<file path="config.mk">
export PLATFORM = sky130hd
export DESIGN_NAME = adc_xy_display
export DESIGN_NICKNAME = d
export VERILOG_FILES = /design/src/hdl/plot_pkg.sv /design/src/hdl/video_timing_pkg.sv /design/src/hdl/plot_if.sv /design/src/hdl/adc_sampler.sv /design/src/hdl/adc_xy_display.sv /design/src/hdl/frame_buffer.sv /design/src/hdl/plot_source.sv /design/src/hdl/raster_scan.sv
export SDC_FILE = /design/constraint.sdc
export NUM_CORES = 1
export LEC_CHECK = 0
export ABC_AREA = 0
export BUFFER_PORTS_ARGS = -buffer_cell sky130_fd_sc_hd__buf_2
export CORE_ASPECT_RATIO = 2
export CORE_UTILIZATION = 45
export DETAILED_ROUTE_END_ITERATION = 8
export GPL_ROUTABILITY_DRIVEN = 0
export GPL_TIMING_DRIVEN = 0
export PLACE_DENSITY = 0.58
export SLEW_MARGIN = 10
export SYNTH_ARGS = -nofsm -noshare
export SYNTH_HDL_FRONTEND = slang
export SYNTH_SLANG_ARGS = --single-unit
</file>
<file path="constraint.sdc">
create_clock -name clk -period 6 [get_ports clk]
set_input_delay 0.9 -clock clk [delete_from_list [all_inputs] [get_ports clk]]
set_output_delay 0.9 -clock clk [all_outputs]
set_load 0.1 [all_outputs]
</file>
<file path="src/hdl/plot_pkg.sv">
package plot_pkg;

  // 4 bits per channel, packed r/g/b
  localparam int color_bits = 4;
  localparam int pixel_bits = 3 * color_bits;

  // red in the top nibble, then green, then blue
  typedef logic [pixel_bits-1:0] pixel_t;

  // raw converter width
  localparam int adc_bits = 10;

  // unsigned adc code
  typedef logic [adc_bits-1:0] adc_sample_t;

  // full intensity dot
  localparam pixel_t plot_color = '1;

  // background
  localparam pixel_t clear_color = '0;

endpackage

</file>
<file path="src/hdl/video_timing_pkg.sv">
package video_timing_pkg;

  // horizontal porch and sync, in clock cycles
  localparam int h_front = 2;
  localparam int h_sync  = 3;
  localparam int h_back  = 2;

  // vertical porch and sync, in lines
  localparam int v_front = 2;
  localparam int v_sync  = 2;
  localparam int v_back  = 2;

  // syncs are active low
  localparam logic sync_active = 1'b0;
  localparam logic sync_idle   = 1'b1;

  // cycles per line for a given visible width
  function automatic logic [15:0] line_total(int unsigned h_visible);
    return 16'(h_visible + h_front + h_sync + h_back);
  endfunction

  // lines per frame for a given visible height
  function automatic logic [15:0] frame_lines(int unsigned v_visible);
    return 16'(v_visible + v_front + v_sync + v_back);
  endfunction

endpackage

</file>
<file path="src/hdl/plot_if.sv">
interface plot_if
  import plot_pkg::*;
#(
  parameter int h_visible = 16,
  parameter int v_visible = 8,
  localparam int x_bits = $clog2(h_visible),
  localparam int y_bits = $clog2(v_visible)
) ();

  logic [x_bits-1:0] x;
  logic [y_bits-1:0] y;
  pixel_t            color;
  logic              valid;
  logic              ready;

  // pixel writer side
  modport source(output x, output y, output color, output valid, input ready);

  // memory side
  modport sink(input x, input y, input color, input valid, output ready);

endinterface

</file>
<file path="src/hdl/adc_sampler.sv">
module adc_sampler
  import plot_pkg::*;
#(
  parameter int h_visible = 16,
  parameter int v_visible = 8,
  localparam int x_bits = $clog2(h_visible),
  localparam int y_bits = $clog2(v_visible)
) (
  input  logic              clk,
  input  logic              reset,
  input  logic              adc_strobe,
  input  adc_sample_t       adc_x_bus,
  input  adc_sample_t       adc_y_bus,
  output logic [x_bits-1:0] sample_x,
  output logic [y_bits-1:0] sample_y,
  output logic              sample_valid
);

  adc_sample_t adc_x_q;
  adc_sample_t adc_y_q;
  logic        strobe_q;

  // capture stage, raw codes
  always_ff @(posedge clk) begin
    if (adc_strobe) begin
      adc_x_q <= adc_x_bus;
      adc_y_q <= adc_y_bus;
    end
  end

  // scale stage, keep the top bits of each code
  always_ff @(posedge clk) begin
    if (strobe_q) begin
      sample_x <= adc_x_q[adc_bits-1 -: x_bits];
      sample_y <= adc_y_q[adc_bits-1 -: y_bits];
    end
  end

  always_ff @(posedge clk) begin
    if (reset) begin
      strobe_q     <= 1'b0;
      sample_valid <= 1'b0;
    end else begin
      strobe_q     <= adc_strobe;
      sample_valid <= strobe_q;
    end
  end

  // a fresh sample never carries unknown coordinates
  assert property (@(posedge clk) disable iff (reset)
    sample_valid |-> !$isunknown({sample_x, sample_y}));

endmodule

</file>
<file path="src/hdl/adc_xy_display.sv">
module adc_xy_display
  import plot_pkg::*;
#(
  parameter int h_visible = 16,
  parameter int v_visible = 8,
  localparam int x_bits = $clog2(h_visible),
  localparam int y_bits = $clog2(v_visible)
) (
  input  logic                  clk,
  input  logic                  reset,
  input  logic                  adc_strobe,
  input  logic [adc_bits-1:0]   adc_x_bus,
  input  logic [adc_bits-1:0]   adc_y_bus,
  output logic [color_bits-1:0] vga_red,
  output logic [color_bits-1:0] vga_grn,
  output logic [color_bits-1:0] vga_blu,
  output logic                  vga_hsync,
  output logic                  vga_vsync
);

  logic [x_bits-1:0] sample_x;
  logic [y_bits-1:0] sample_y;
  logic              sample_valid;
  logic              rd_en;
  logic [x_bits-1:0] rd_x;
  logic [y_bits-1:0] rd_y;
  pixel_t            rd_data;

  plot_if #(.h_visible(h_visible), .v_visible(v_visible)) wr_if ();

  adc_sampler #(.h_visible(h_visible), .v_visible(v_visible)) u_adc_sampler (
    .clk         (clk),
    .reset       (reset),
    .adc_strobe  (adc_strobe),
    .adc_x_bus   (adc_x_bus),
    .adc_y_bus   (adc_y_bus),
    .sample_x    (sample_x),
    .sample_y    (sample_y),
    .sample_valid(sample_valid)
  );

  plot_source #(.h_visible(h_visible), .v_visible(v_visible)) u_plot_source (
    .clk         (clk),
    .reset       (reset),
    .sample_x    (sample_x),
    .sample_y    (sample_y),
    .sample_valid(sample_valid),
    .wr          (wr_if.source)
  );

  frame_buffer #(.h_visible(h_visible), .v_visible(v_visible)) u_frame_buffer (
    .clk    (clk),
    .wr     (wr_if.sink),
    .rd_en  (rd_en),
    .rd_x   (rd_x),
    .rd_y   (rd_y),
    .rd_data(rd_data)
  );

  raster_scan #(.h_visible(h_visible), .v_visible(v_visible)) u_raster_scan (
    .clk      (clk),
    .reset    (reset),
    .rd_en    (rd_en),
    .rd_x     (rd_x),
    .rd_y     (rd_y),
    .rd_data  (rd_data),
    .vga_red  (vga_red),
    .vga_grn  (vga_grn),
    .vga_blu  (vga_blu),
    .vga_hsync(vga_hsync),
    .vga_vsync(vga_vsync)
  );

endmodule

</file>
<file path="src/hdl/frame_buffer.sv">
module frame_buffer
  import plot_pkg::*;
#(
  parameter int h_visible = 16,
  parameter int v_visible = 8,
  localparam int x_bits = $clog2(h_visible),
  localparam int y_bits = $clog2(v_visible),
  localparam int addr_bits = x_bits + y_bits,
  localparam int depth = h_visible * v_visible
) (
  input  logic              clk,
  plot_if.sink              wr,
  input  logic              rd_en,
  input  logic [x_bits-1:0] rd_x,
  input  logic [y_bits-1:0] rd_y,
  output pixel_t            rd_data
);

  pixel_t               mem [depth];
  logic [addr_bits-1:0] addr;
  logic                 we;

  // scanner owns the port during active pixels
  assign wr.ready = !rd_en;
  assign we       = wr.valid && wr.ready;

  // one address port, row major
  always_comb begin
    if (rd_en) begin
      addr = {rd_y, rd_x};
    end else begin
      addr = {wr.y, wr.x};
    end
  end

  always_ff @(posedge clk) begin
    if (we) begin
      mem[addr] <= wr.color;
    end
  end

  // read data one cycle after the strobe
  always_ff @(posedge clk) begin
    if (rd_en) begin
      rd_data <= mem[addr];
    end
  end

  // write target lies inside the visible frame
  assert property (@(posedge clk)
    we |-> !$isunknown({wr.x, wr.y}) && int'(wr.x) < h_visible &&
           int'(wr.y) < v_visible);

endmodule

</file>
<file path="src/hdl/plot_source.sv">
module plot_source
  import plot_pkg::*;
#(
  parameter int h_visible = 16,
  parameter int v_visible = 8,
  localparam int x_bits = $clog2(h_visible),
  localparam int y_bits = $clog2(v_visible),
  localparam int addr_bits = x_bits + y_bits
) (
  input  logic              clk,
  input  logic              reset,
  input  logic [x_bits-1:0] sample_x,
  input  logic [y_bits-1:0] sample_y,
  input  logic              sample_valid,
  plot_if.source            wr
);

  typedef enum logic [1:0] {st_idle, st_clear, st_plot} state_t;

  state_t               state;
  logic [addr_bits-1:0] clr_addr;
  logic                 pend;
  logic [x_bits-1:0]    pend_x;
  logic [y_bits-1:0]    pend_y;
  logic                 offer;
  logic [x_bits-1:0]    offer_x;
  logic [y_bits-1:0]    offer_y;
  logic                 xfer;
  logic                 launch;

  assign xfer = wr.valid && wr.ready;

  // new offer only into an open slot while the memory is free,
  // so a stalled offer is never replaced
  assign launch = (state == st_plot) && (pend || sample_valid) && wr.ready &&
                  (!offer || xfer);

  // sweep every address once after reset, then plot
  always_ff @(posedge clk) begin
    if (reset) begin
      state    <= st_idle;
      clr_addr <= '0;
    end else begin
      case (state)
        st_idle: state <= st_clear;
        st_clear: begin
          if (xfer) begin
            if (&clr_addr) begin
              state <= st_plot;
            end else begin
              clr_addr <= clr_addr + 1'b1;
            end
          end
        end
        default: state <= st_plot;
      endcase
    end
  end

  // newest sample, held through the sweep too
  always_ff @(posedge clk) begin
    if (reset) begin
      pend <= 1'b0;
    end else if (launch) begin
      pend <= 1'b0;
    end else if (sample_valid) begin
      pend <= 1'b1;
    end
  end

  always_ff @(posedge clk) begin
    if (sample_valid) begin
      pend_x <= sample_x;
      pend_y <= sample_y;
    end
  end

  always_ff @(posedge clk) begin
    if (reset) begin
      offer <= 1'b0;
    end else if (launch) begin
      offer <= 1'b1;
    end else if (xfer) begin
      offer <= 1'b0;
    end
  end

  // a sample arriving right now beats the pending one
  always_ff @(posedge clk) begin
    if (launch) begin
      offer_x <= sample_valid ? sample_x : pend_x;
      offer_y <= sample_valid ? sample_y : pend_y;
    end
  end

  always_comb begin
    if (state == st_plot) begin
      wr.x     = offer_x;
      wr.y     = offer_y;
      wr.color = plot_color;
      wr.valid = offer;
    end else begin
      wr.x     = clr_addr[x_bits-1:0];
      wr.y     = clr_addr[addr_bits-1:x_bits];
      wr.color = clear_color;
      wr.valid = (state == st_clear);
    end
  end

  // stalled write keeps its payload and its valid
  assert property (@(posedge clk) disable iff (reset)
    wr.valid && !wr.ready |=> wr.valid && $stable(wr.x) && $stable(wr.y) &&
                              $stable(wr.color));

endmodule

</file>
<file path="src/hdl/raster_scan.sv">
module raster_scan
  import plot_pkg::*;
  import video_timing_pkg::*;
#(
  parameter int h_visible = 16,
  parameter int v_visible = 8,
  localparam int x_bits = $clog2(h_visible),
  localparam int y_bits = $clog2(v_visible)
) (
  input  logic                  clk,
  input  logic                  reset,
  output logic                  rd_en,
  output logic [x_bits-1:0]     rd_x,
  output logic [y_bits-1:0]     rd_y,
  input  pixel_t                rd_data,
  output logic [color_bits-1:0] vga_red,
  output logic [color_bits-1:0] vga_grn,
  output logic [color_bits-1:0] vga_blu,
  output logic                  vga_hsync,
  output logic                  vga_vsync
);

  localparam logic [15:0] h_total  = line_total(h_visible);
  localparam logic [15:0] v_total  = frame_lines(v_visible);
  localparam logic [15:0] hs_start = 16'(h_visible + h_front);
  localparam logic [15:0] hs_end   = 16'(h_visible + h_front + h_sync);
  localparam logic [15:0] vs_start = 16'(v_visible + v_front);
  localparam logic [15:0] vs_end   = 16'(v_visible + v_front + v_sync);

  logic [15:0] col_cnt;
  logic [15:0] line_cnt;
  logic        active;
  logic        hs_raw;
  logic        vs_raw;
  logic        hs_q;
  logic        vs_q;
  logic        pix_active;

  always_ff @(posedge clk) begin
    if (reset) begin
      col_cnt  <= '0;
      line_cnt <= '0;
    end else if (col_cnt == h_total - 16'd1) begin
      col_cnt  <= '0;
      line_cnt <= (line_cnt == v_total - 16'd1) ? 16'd0 : line_cnt + 16'd1;
    end else begin
      col_cnt <= col_cnt + 16'd1;
    end
  end

  assign active = (col_cnt < 16'(h_visible)) && (line_cnt < 16'(v_visible));
  assign hs_raw = (col_cnt >= hs_start && col_cnt < hs_end) ? sync_active : sync_idle;
  assign vs_raw = (line_cnt >= vs_start && line_cnt < vs_end) ? sync_active : sync_idle;

  // stage 1, read strobe and address
  always_ff @(posedge clk) begin
    if (reset) begin
      rd_en <= 1'b0;
      hs_q  <= sync_idle;
      vs_q  <= sync_idle;
    end else begin
      rd_en <= active;
      hs_q  <= hs_raw;
      vs_q  <= vs_raw;
    end
  end

  always_ff @(posedge clk) begin
    rd_x <= col_cnt[x_bits-1:0];
    rd_y <= line_cnt[y_bits-1:0];
  end

  // stage 2, lines up with rd_data
  always_ff @(posedge clk) begin
    if (reset) begin
      pix_active <= 1'b0;
      vga_hsync  <= sync_idle;
      vga_vsync  <= sync_idle;
    end else begin
      pix_active <= rd_en;
      vga_hsync  <= hs_q;
      vga_vsync  <= vs_q;
    end
  end

  // black outside the visible window
  assign vga_red = pix_active ? rd_data[pixel_bits-1 -: color_bits] : '0;
  assign vga_grn = pix_active ? rd_data[2*color_bits-1 -: color_bits] : '0;
  assign vga_blu = pix_active ? rd_data[color_bits-1 -: color_bits] : '0;

  assert property (@(posedge clk) disable iff (reset)
    col_cnt < h_total && line_cnt < v_total);

endmodule

</file>
Word level (Yosys, flattened, before mapping):

Memories as Yosys holds them, arrays and structs flattened. A register that Yosys moved wholly into a read port is not among the register bits.
Index checks and enable logic that the tools add are counted.

* memory bits (writable): 1536
* output and inout bits: 14
* input port bits: 23
* memories: 1
* logic and storage cells: 79
* register bits after elaboration: 99

Memories
* u_frame_buffer.mem: depth 128, bits a word 12, read ports 1, clocked after Yosys merged registers in 1, wr ports 1, line frame_buffer.sv:19 `pixel_t mem [depth];`

* bitwise operators: 1
* multiplexer cells: 20
* $lt $le $gt $ge: 6
* equality and inequality tests: 6
* reduce and logical (&&, ||, !) cells: 18
* add/subtract/negate cells: 3

Operator list (number)
* $add 16x1->16 const B: 2
* $lt 16x4->1 const B: 2
* $lt 16x5->1 const B: 2
* $mux 4: 5
* $eq 16x4->1 const B: 1
* $eq 16x5->1 const B: 1
* $ge 16x4->1 const B: 1
* $ge 16x5->1 const B: 1
* $mux 16: 1
* $mux 12: 1
* $add 7x1->7 const B: 1
* $logic_and 1x1->1: 7
* $mux 1: 7
* $mux 7: 1
* $reduce_and 7->1: 1
* $mux 3: 2
* $mux 2: 2
* $ne 2x1->1 const B: 2
* $pmux 2 s2: 1
* $reduce_or 2->1: 2
* $reduce_and 3->1: 1
* $eq 2x1->1 const B: 1
* $eq 2x2->1 const B: 1
* $logic_not 1->1: 2
* other kinds (5): 6

Depth between registers and ports, before layout:

Gate-level depths: netlist (run 1).

* depth in word-level cells: 6
* mapped depth: 13
* depth with buffers taken out: 9

By module:

Synthesis (run 1) repeated with hierarchy kept, for this count alone.

* cells, all modules: 3360
* area total of the unflattened synthesis: 60241.5 um^2

By module, submodules not included
* frame_buffer: instances 1, area each 56589.3 um^2, seq. area each 46484.6 um^2, cells each 3013
* raster_scan: instances 1, area each 2083.2 um^2, seq. area each 900.9 um^2, cells each 237
* plot_source: instances 1, area each 1096.1 um^2, seq. area each 570.5 um^2, cells each 92
* adc_sampler: instances 1, area each 473.0 um^2, seq. area each 460.4 um^2, cells each 18

Worst setup path before layout (run 1):

OpenSTA, ideal clock, no wires.

* path kind: reg2reg
* start point: reg u_plot_source.state[0]
* end point: reg u_frame_buffer.rd_data[0], read port of u_frame_buffer.mem, data pin
* clock period less this slack: 3.821 ns
* setup time: 0.266 ns
* arrival: 3.555 ns
* data required time: 5.734 ns
* cell stages (with the launch flop): 10
* slack: 2.179 ns
* buffers on the path: 2
* path through: dfxtp_1 > buf_2 > nand2b_1 > buf_4 > clkinv_1 > mux2i_1 > o21a_1 > or4_1 > o211ai_1 > nand4_1

* longest elaborated chain between the ends: 3
* elaborated cells on any way between the ends: 4
* those cells by class: 1 x eq/ne; 3 x mux

RTL lines
* start, declared: line plot_source.sv:20 `state_t state;`
* start signal, assigned: line plot_source.sv:41 `state <= st_idle;`
* start signal, assigned: line plot_source.sv:45 `st_idle: state <= st_clear;`
* start signal, assigned: line plot_source.sv:49 `state <= st_plot;`
* $eq 2x2->1 (*): line plot_source.sv:97 `if (state == st_plot) begin`
* $mux 4 / $mux 3 (equally long branches): line plot_source.sv:97
* $mux 7 (*): line frame_buffer.sv:29 `if (rd_en) begin`
* end, declared: line frame_buffer.sv:16 `output pixel_t rd_data`

Mark *: on every way between the ends. The rest lies on a longest branch, timed or not.
A chain may end at the register's enable or synchronous reset.

Worst setup path in the final report (run 1):

* start point: reg u_raster_scan.rd_en
* end point: mem u_frame_buffer.mem[28][10] in the netlist's numbering, enable pin

* longest elaborated chain between the ends: 4
* elaborated cells on any way between the ends: 5
* those cells by class: 3 x mux; 2 x reduce/logical

RTL lines
* start, declared: line raster_scan.sv:12 `output logic rd_en,`
* start signal, assigned: line raster_scan.sv:62 `rd_en <= active;`
* $logic_not 1->1: line frame_buffer.sv:24 `assign wr.ready = !rd_en;`
* $logic_and 1x1->1: line frame_buffer.sv:25 `assign we = wr.valid && wr.ready;`
* $mux 1: line frame_buffer.sv:37 `if (we) begin`
* $mux 1 (implied by the code): line frame_buffer.sv:38 `mem[addr] <= wr.color;`
* end, declared: line frame_buffer.sv:19

Several ways; a longest one is shown, not always the timed one.

==> results of run 1 <==
[cell families after synthesis]
kind of cell,synth area share (%)
simple gates,20.9
flops,63.1
buf+inv,3.43
mux,3.60
compound gates,5.41
fa+ha+maj,0.816
xor+xnor,2.76
[per-layer routing]
layer / track usage, % / wire [um]
met2: 43.6 / 12800
met5: 0 / 0
met3: 2.22 / 896
met1: 21.6 / 7360
met4: 14.5 / 1620
[power by group]
part	internal, W	switching (W)
logic	0.0000657	0.000160
registers	0.00160	0.0000101
clock network	0.000704	0.000532
[cell type report]
cell class / count / area share (%)
buffer: 51 / 2.71
clock buffer: 23 / 5.07
clock inverter: 10 / 0.999
inverter: 10 / 0.414
multi-input combinational: 584 / 30.0
sequential: 215 / 56.5
tap: 262 / 3.19
timing repair buffer: 23 / 1.12
[layout by cell type, fill, tap and decap left out, drive strengths merged, types with 2 or more instances in the layout]
cell type / synthesis / layout
or2: 3 / 3
nor2b: 6 / 6
o32ai: 2 / 2
o22ai: 6 / 6
nand2: 136 / 136
clkinvlp: 0 / 2
nor2: 191 / 191
xor2: 24 / 24
xnor2: 5 / 5
nand4: 17 / 17
a221oi: 5 / 5
ha: 6 / 6
inv: 9 / 9
and2: 4 / 4
a21oi: 42 / 42
and3: 5 / 5
dfxtp: 65 / 65
buf: 37 / 60
nand3: 34 / 34
edfxtp: 150 / 150
clkinv: 1 / 7
mux2i: 23 / 23
mux2: 7 / 7
a211oi: 2 / 2
nand2b: 5 / 5
nor3: 8 / 8
or4: 3 / 3
nor4b: 4 / 4
nor4: 12 / 12
a221o: 2 / 2
o21ai: 12 / 12
a31oi: 3 / 3
or3: 6 / 6
clkbuf: 14 / 37
bufinv: 0 / 2
[Yosys cell counts (9+ instances only)]
master,number
inv_1,9
mux2i_1,23
nand4_1,17
edfxtp_1,150
nor2_1,190
nand2_1,136
nor4_1,9
dfxtp_1,65
a21oi_1,42
clkbuf_1,14
buf_2,18
xor2_1,24
buf_4,15
o21ai_0,12
nand3_1,34
[per-stage QoR]
stage	utilization, %	worst slack [ps]	cells	instance area (um2)
after floorplan	-	2180	860	9200
after global placement	48.4	171	1145	9640
after detailed placement	48.4	2450	1145	9650
after CTS	51.6	2450	1178	10300
after global routing	51.6	2150	1178	10300
final	51.6	2430	1178	10300
[worst max-delay path by stage]
| stage | slack (ps) | to | startpoint |
|---|---|---|---|
| 4_1_cts | 2450 | u_frame_buffer.mem[37][10] | u_plot_source.state[0] |
| 6_report | 2430 | u_frame_buffer.mem[28][10] | u_raster_scan.rd_en |
| 2_1_floorplan | 2180 | u_frame_buffer.rd_data[0] | u_plot_source.state[0] |
| 3_5_place_dp | 2450 | u_frame_buffer.mem[37][10] | u_plot_source.state[0] |
| 3_3_place_gp | 170 | u_frame_buffer.rd_data[0] | u_plot_source.state[0] |
| 5_1_grt | 2150 | u_frame_buffer.mem[101][10] | u_plot_source.state[0] |
[flip-flops by register name, indices dropped and copies added, names as in the netlist, 4 cells and up]
register / cells
u_adc_sampler.sample_x: 4
u_plot_source.offer_x: 4
u_raster_scan.col_cnt: 16
u_plot_source.pend_x: 4
u_raster_scan.rd_x: 4
u_raster_scan.line_cnt: 16
u_frame_buffer.mem: 128
u_plot_source.clr_addr: 7
u_adc_sampler.adc_x_q: 4
==> out/results.txt, run 1 <==
Status - finished, final reports clean
Clock Latency Late Sink - 490 ps
Sequential Area - 0.00581 mm2
Post-route ant nets - 0
Clk buf depth - 3
Max transition margin - 24.7%
Vias in the first global route - 6275
Area Overhead vs Synth - 11.6%
Clock root buffer - clkbuf_16
Largest net degree at the start of global routing - 134
CTS buffer count - 19
Io pins - 37
Detailed-route DRC error count - 0
Worst hold path class - flip-flop to flip-flop
R2r setup slk - 2430 ps
Clock tree sinks - 215
Nets - 933
Max incr delay on CP - 950 ps
Iter 0 DRT Violations - 370
Setup bufs post-CTS - 0
Top FF cell, synth - edfxtp_1
Hold path startpoint - u_raster_scan.col_cnt[2]
Synth area leaders - edfxtp_1 (49%), dfxtp_1 (14%), nor2_1 (7.8%), nand2_1 (5.6%), mux2i_1 (2.5%)
First-pass GRT wire length - 34600 um
Gr ovfl total - 0
Hold Path Sink - u_raster_scan.rd_x[2]
Die W - 103 um
Overall power - 0.00307 W
Achievable frequency - 280 MHz
Most numerous cell on the critical path - nor2_1
Vias per inst - 5.44
Max IR drop VDD - 242 uV
Crit-path cells - buf_2 -> buf_4 -> nor2_1 -> a211oi_2 -> buf_2 -> nor2_1 -> nand3_1 -> clkbuf_1 -> nor2_1
Crit path depth - 9
Min Hold Slack - 351 ps
Tot GR Track Use - 22.6%
Final Hold Fails - 0
Routed via count - 6411
RSZ-0062 raised after global routing - false
Row cnt - 73
Area of the multi-input gates - 0.00308 mm2
CTS tree - done
Syn avg cell area - 10.7 um2
Die Area - 0.0210 mm2
Routed WL - 22600 um
Hold_buf cts - 0
CP bufs+invs - 4
Slew Viols, Final - 0
Initial Util - 46.2%
Cell family with the largest share of critical-path delay - buffers and inverters
Worst r2r path cells - 9
Max Cap Viol - 0
Syn_nets - 889
Post-synth top area cell - edfxtp_1
Initial antenna violation count - 0
Worst-path clk slew - 70 ps
Final worst path period share - 59.5%
Final setup vio count - 0
Fill count - 1916
Clock Skew - 9.44 ps
Setup TNS - 0 ps
CTS H-tree depth - 1
Crit. End Element - flip-flop
Post-synth ARST share - 0%
Slowest cell on the critical path - a211oi_2
Cell Pwr Density - 299 mW/mm2
Sequential fraction of the synthesis area - 63.1%
Synth Instances - 860
CTS resizes - 0
Ys Warns - 0
FF+latch count, synth - 215
CP required - 6230 ps
Setup crit start kind - flip-flop
N_diodes - 0
Least-Margin Pin Slew - 1130 ps
P_leak - 3.56 nW
Routed WL per cell - 19.2 um
CP Class - flip-flop to flip-flop
Share of layout cells above drive strength 1 - 11.6%
I/O Buffers - 23
DP HPWL - 15900 um
First-pass DRT Iterations - 5
Crit path max fanout - 10
Post-synth EDFFs - 150
Share of Yosys cell area claimed by the top area cell type - 49.0%
Cell Area, Synth - 0.00920 mm2
Crit path arrival time - 3790 ps
Die Y - 204 um
Worst R2R End - u_frame_buffer.mem[28][10]
FF-to-FF Start - u_raster_scan.rd_en
Tmin final - 3570 ps
Post-synth cell types - 53
Worst Hold Depth - 0
CORE AREA - 0.0199 mm2
Power figures use the tool's default switching activity.
==> run 2: changes to the inputs <==
--- a/config.mk
+++ b/config.mk
@@ -5,14 +5,14 @@
 export SDC_FILE = /design/constraint.sdc
 export NUM_CORES = 1
 export LEC_CHECK = 0
-export ABC_AREA = 0
+export ABC_AREA = 1
 export BUFFER_PORTS_ARGS = -buffer_cell sky130_fd_sc_hd__buf_2
 export CORE_ASPECT_RATIO = 2
 export CORE_UTILIZATION = 45
 export DETAILED_ROUTE_END_ITERATION = 8
 export GPL_ROUTABILITY_DRIVEN = 0
 export GPL_TIMING_DRIVEN = 0
-export PLACE_DENSITY = 0.58
+export PLACE_DENSITY = 0.6
 export SLEW_MARGIN = 10
 export SYNTH_ARGS = -nofsm -noshare
 export SYNTH_HDL_FRONTEND = slang
==> constraint.sdc (replaced) <==
create_clock -name clk -period 3.1 [get_ports clk]
set_input_delay 0.465 -clock clk [delete_from_list [all_inputs] [get_ports clk]]
set_output_delay 0.465 -clock clk [all_outputs]
set_load 0.1 [all_outputs]
==> run 2 against run 1 <==
  * Core utilization about the same
  * Via count up 13%
  * Clock-buffer cell count up 3
  * Hold slack worse by 230 ps
  * Sequential power up 94%
  * Die area up 11%
  * Synthesized area up 11%
  * Final area up 11%
  * Largest power group unchanged
==> out/results.txt, run 2 <==
Post-synth cell types - 49
Worst r2r path cells - 18
Post-synth EDFFs - 150
CORE AREA - 0.0222 mm2
Post-synth top cells - nand2_1 (223), inv_1 (186), nor2_1 (166)
N_diodes - 0
Ys Warns - 0
Hold_buf cts - 0
CTS H-tree depth - 1
Die W - 108 um
Worst Hold Depth - 1
Setup bufs post-CTS - 0
Max Cap Viol - 0
Util after Layout - 51.6%
Tmin final - 2820 ps
I/O Buffers - 22
Area Overhead vs Synth - 12.2%
Clock root buffer - clkbuf_16
Top FF cell, synth - edfxtp_1
Cell Area, Synth - 0.0102 mm2
CTS buffer count - 20
Slew Viols, Final - 0
Detailed-route DRC error count - 0
Clock Skew - 22.5 ps
CTS resizes - 0
Min Hold Slack - 119 ps
CP bufs+invs - 5
P_leak - 4.62 nW
Crit path max fanout - 37
Vias per inst - 4.98
Crit-path cells - buf_6 -> inv_2 -> nor2_4 -> buf_16 -> nand2_1 -> nand3_1 -> nand2_2 -> buf_6 -> buf_4 -> nand2_1 -> nand3_1 -> nand2_1 -> o21ai_1 -> nand2_1 -> nor2_1 -> nor2_1 -> nor2_1 -> nand2_1
Crit. End Element - flip-flop
CTS tree - done
Setup crit start kind - flip-flop
RSZ-0062 raised after global routing - false
Crit path depth - 18
Io pins - 37
Finished Cell Area - 0.0114 mm2
Clock tree sinks - 215
Worst R2R End - u_frame_buffer.rd_data[0]
Largest net degree at the start of global routing - 44
Row cnt - 77
Nets - 1192
Post-route ant nets - 0
DP Area - 0.0107 mm2
Clk buf depth - 3
Die Area - 0.0233 mm2
Max IR drop VDD - 484 uV
Iter 0 DRT Violations - 290
Routed WL - 24300 um
Cell family with the largest share of critical-path delay - simple AND/OR/NAND/NOR gates
Most frequent cells in the layout - nand2_1 (223), inv_1 (186), nor2_1 (165)
Post-synth ARST share - 0%
Gr ovfl total - 0
FF-to-FF Start - u_plot_source.state[1]
Die Y - 215 um
Initial antenna violation count - 0
Final Hold Fails - 0
CP Class - flip-flop to flip-flop
Final setup vio count - 0
Largest reg by FF count - u_frame_buffer.mem
Most frequent cell after synthesis - nand2_1
Hold path startpoint - adc_y_bus[7]
First-pass DRT Iterations - 4
Clock Latency Late Sink - 520 ps
Sequential fraction of the synthesis area - 57.0%
Synth Instances - 1116
DP HPWL - 17600 um
Crit path arrival time - 3210 ps
Vias in the first global route - 7329
Pre-CTS setup slack - 315 ps
First-pass GRT wire length - 38600 um
Max FFs per register - 128
Share of Yosys cell area claimed by the top area cell type - 44.2%
Status - finished, final reports clean
Cell Pwr Density - 544 mW/mm2
Final worst path period share - 91.1%
Synth area leaders - edfxtp_1 (44%), dfxtp_1 (13%), nand2_1 (8.2%), inv_1 (6.9%), nor2_1 (6.1%)
Tot GR Track Use - 22.2%
Final Worst Setup Slack - 277 ps
Worst hold path class - input port to flip-flop
Least-Margin Pin Slew - 738 ps
Share of layout cells above drive strength 1 - 14.7%
CP required - 3480 ps
Post-synth top area cell - edfxtp_1
R2r setup slk - 280 ps
Syn avg cell area - 9.13 um2
Most common cell after layout, fill and taps aside - nand2_1
Most numerous cell on the critical path - nand2_1
Slowest cell on the critical path - nor2_4
Routed via count - 7232
Syn_nets - 1145
Largest regs - u_frame_buffer.mem (128), u_raster_scan.col_cnt (16), u_raster_scan.line_cnt (16)
Hold Path Sink - u_adc_sampler.adc_y_q[7]
Routed WL per cell - 16.8 um
Worst-path clk slew - 70 ps
Initial Util - 46.0%
Max transition margin - 50.4%
Max incr delay on CP - 430 ps
Achievable frequency - 354 MHz
FF+latch count, synth - 215
-- run 2: cell types whose count changed after synthesis, moves of 13 or more --
cell / before / now
nand2_1: 136 / 223
nand3_1: 34 / 79
buf_6: 1 / 14
inv_1: 9 / 186
o21ai_1: 0 / 16
nor2_2: 1 / 15
nor2_1: 190 / 166
xor2_1: 24 / 3
nor3_1: 7 / 22
a21oi_1: 42 / 20
mux2i_1: 23 / 0
-- run 2: cell type report --
cell class                      count  area (um2)
Tap cell                          276         345
Clock inverter                     10         105
Inverter                          198         743
Fill cell                        2116       10700
Sequential cell                   215        5810
Clock buffer                       26         596
Multi-Input combinational cell    659        3270
Buffer                             44         373
Timing Repair Buffer               25         185
-- run 2: worst register-to-register path: stages, from the launching register on --
cell     delay [ps]
dfxtp_1         330
buf_6           140
inv_2            60
nor2_4          430
buf_16          250
nand2_1          70
nand3_1         110
nand2_2          90
buf_6           160
buf_4           200
nand2_1          80
nand3_1          80
nand2_1          90
o21ai_1          80
nand2_1         120
nor2_1           50
nor2_1          190
nor2_1           80
nand2_1          90
-- run 2: through the flow --
stage	total power [W]	cells	TNS [ps]
floorplan	0.00357	1116	0
global placement	0.00373	1414	-31130
detailed placement	0.00373	1417	0
CTS	0.00628	1453	0
global route	0.00643	1453	0
finish	0.00622	1453	0
-- run 2: power breakdown --
| group | internal, W | leakage, nW | switching, W |
|---|---|---|---|
| logic | 0.000161 | 2.43 | 0.000387 |
| registers | 0.00309 | 1.86 | 0.0000218 |
| clock network | 0.00146 | 0.339 | 0.00110 |
-- run 2: how the worst max path moves through the flow --
stage | from | to | slack [ps]
3_3_place_gp | u_plot_source.state[1] | u_frame_buffer.rd_data[0] | -870
5_1_grt | u_plot_source.state[1] | u_frame_buffer.mem[34][10] | 120
2_1_floorplan | u_plot_source.state[1] | u_frame_buffer.mem[26][10] | 230
6_report | u_plot_source.state[1] | u_frame_buffer.rd_data[0] | 280
4_1_cts | u_plot_source.state[1] | u_frame_buffer.mem[58][10] | 290
3_5_place_dp | u_plot_source.state[1] | u_frame_buffer.mem[42][10] | 310
-- run 2: cell families (layout without fill, tap and decap cells) --
| kind of cell | after synthesis | after routing | share of synthesized area [%] |
|---|---|---|---|
| muxes | 7 | 7 | 0.774 |
| AOI/OAI and AO/OA | 77 | 77 | 4.48 |
| buffers and inverters | 242 | 303 | 11.0 |
| xor gates and xnor gates | 5 | 5 | 0.430 |
| DFF | 215 | 215 | 57.0 |
| and+or+nand+nor | 564 | 564 | 25.6 |
| adders and majority gates | 6 | 6 | 0.737 |
-- run 2: metal layers --
layer	track usage (%)	up-vias	share of wire, %
li1	-	3645	-
met1	21.0	3405	33
met2	44.8	129	59
met3	2.43	53	3.1
met4	10.6	0	4.4
met5	0	-	0
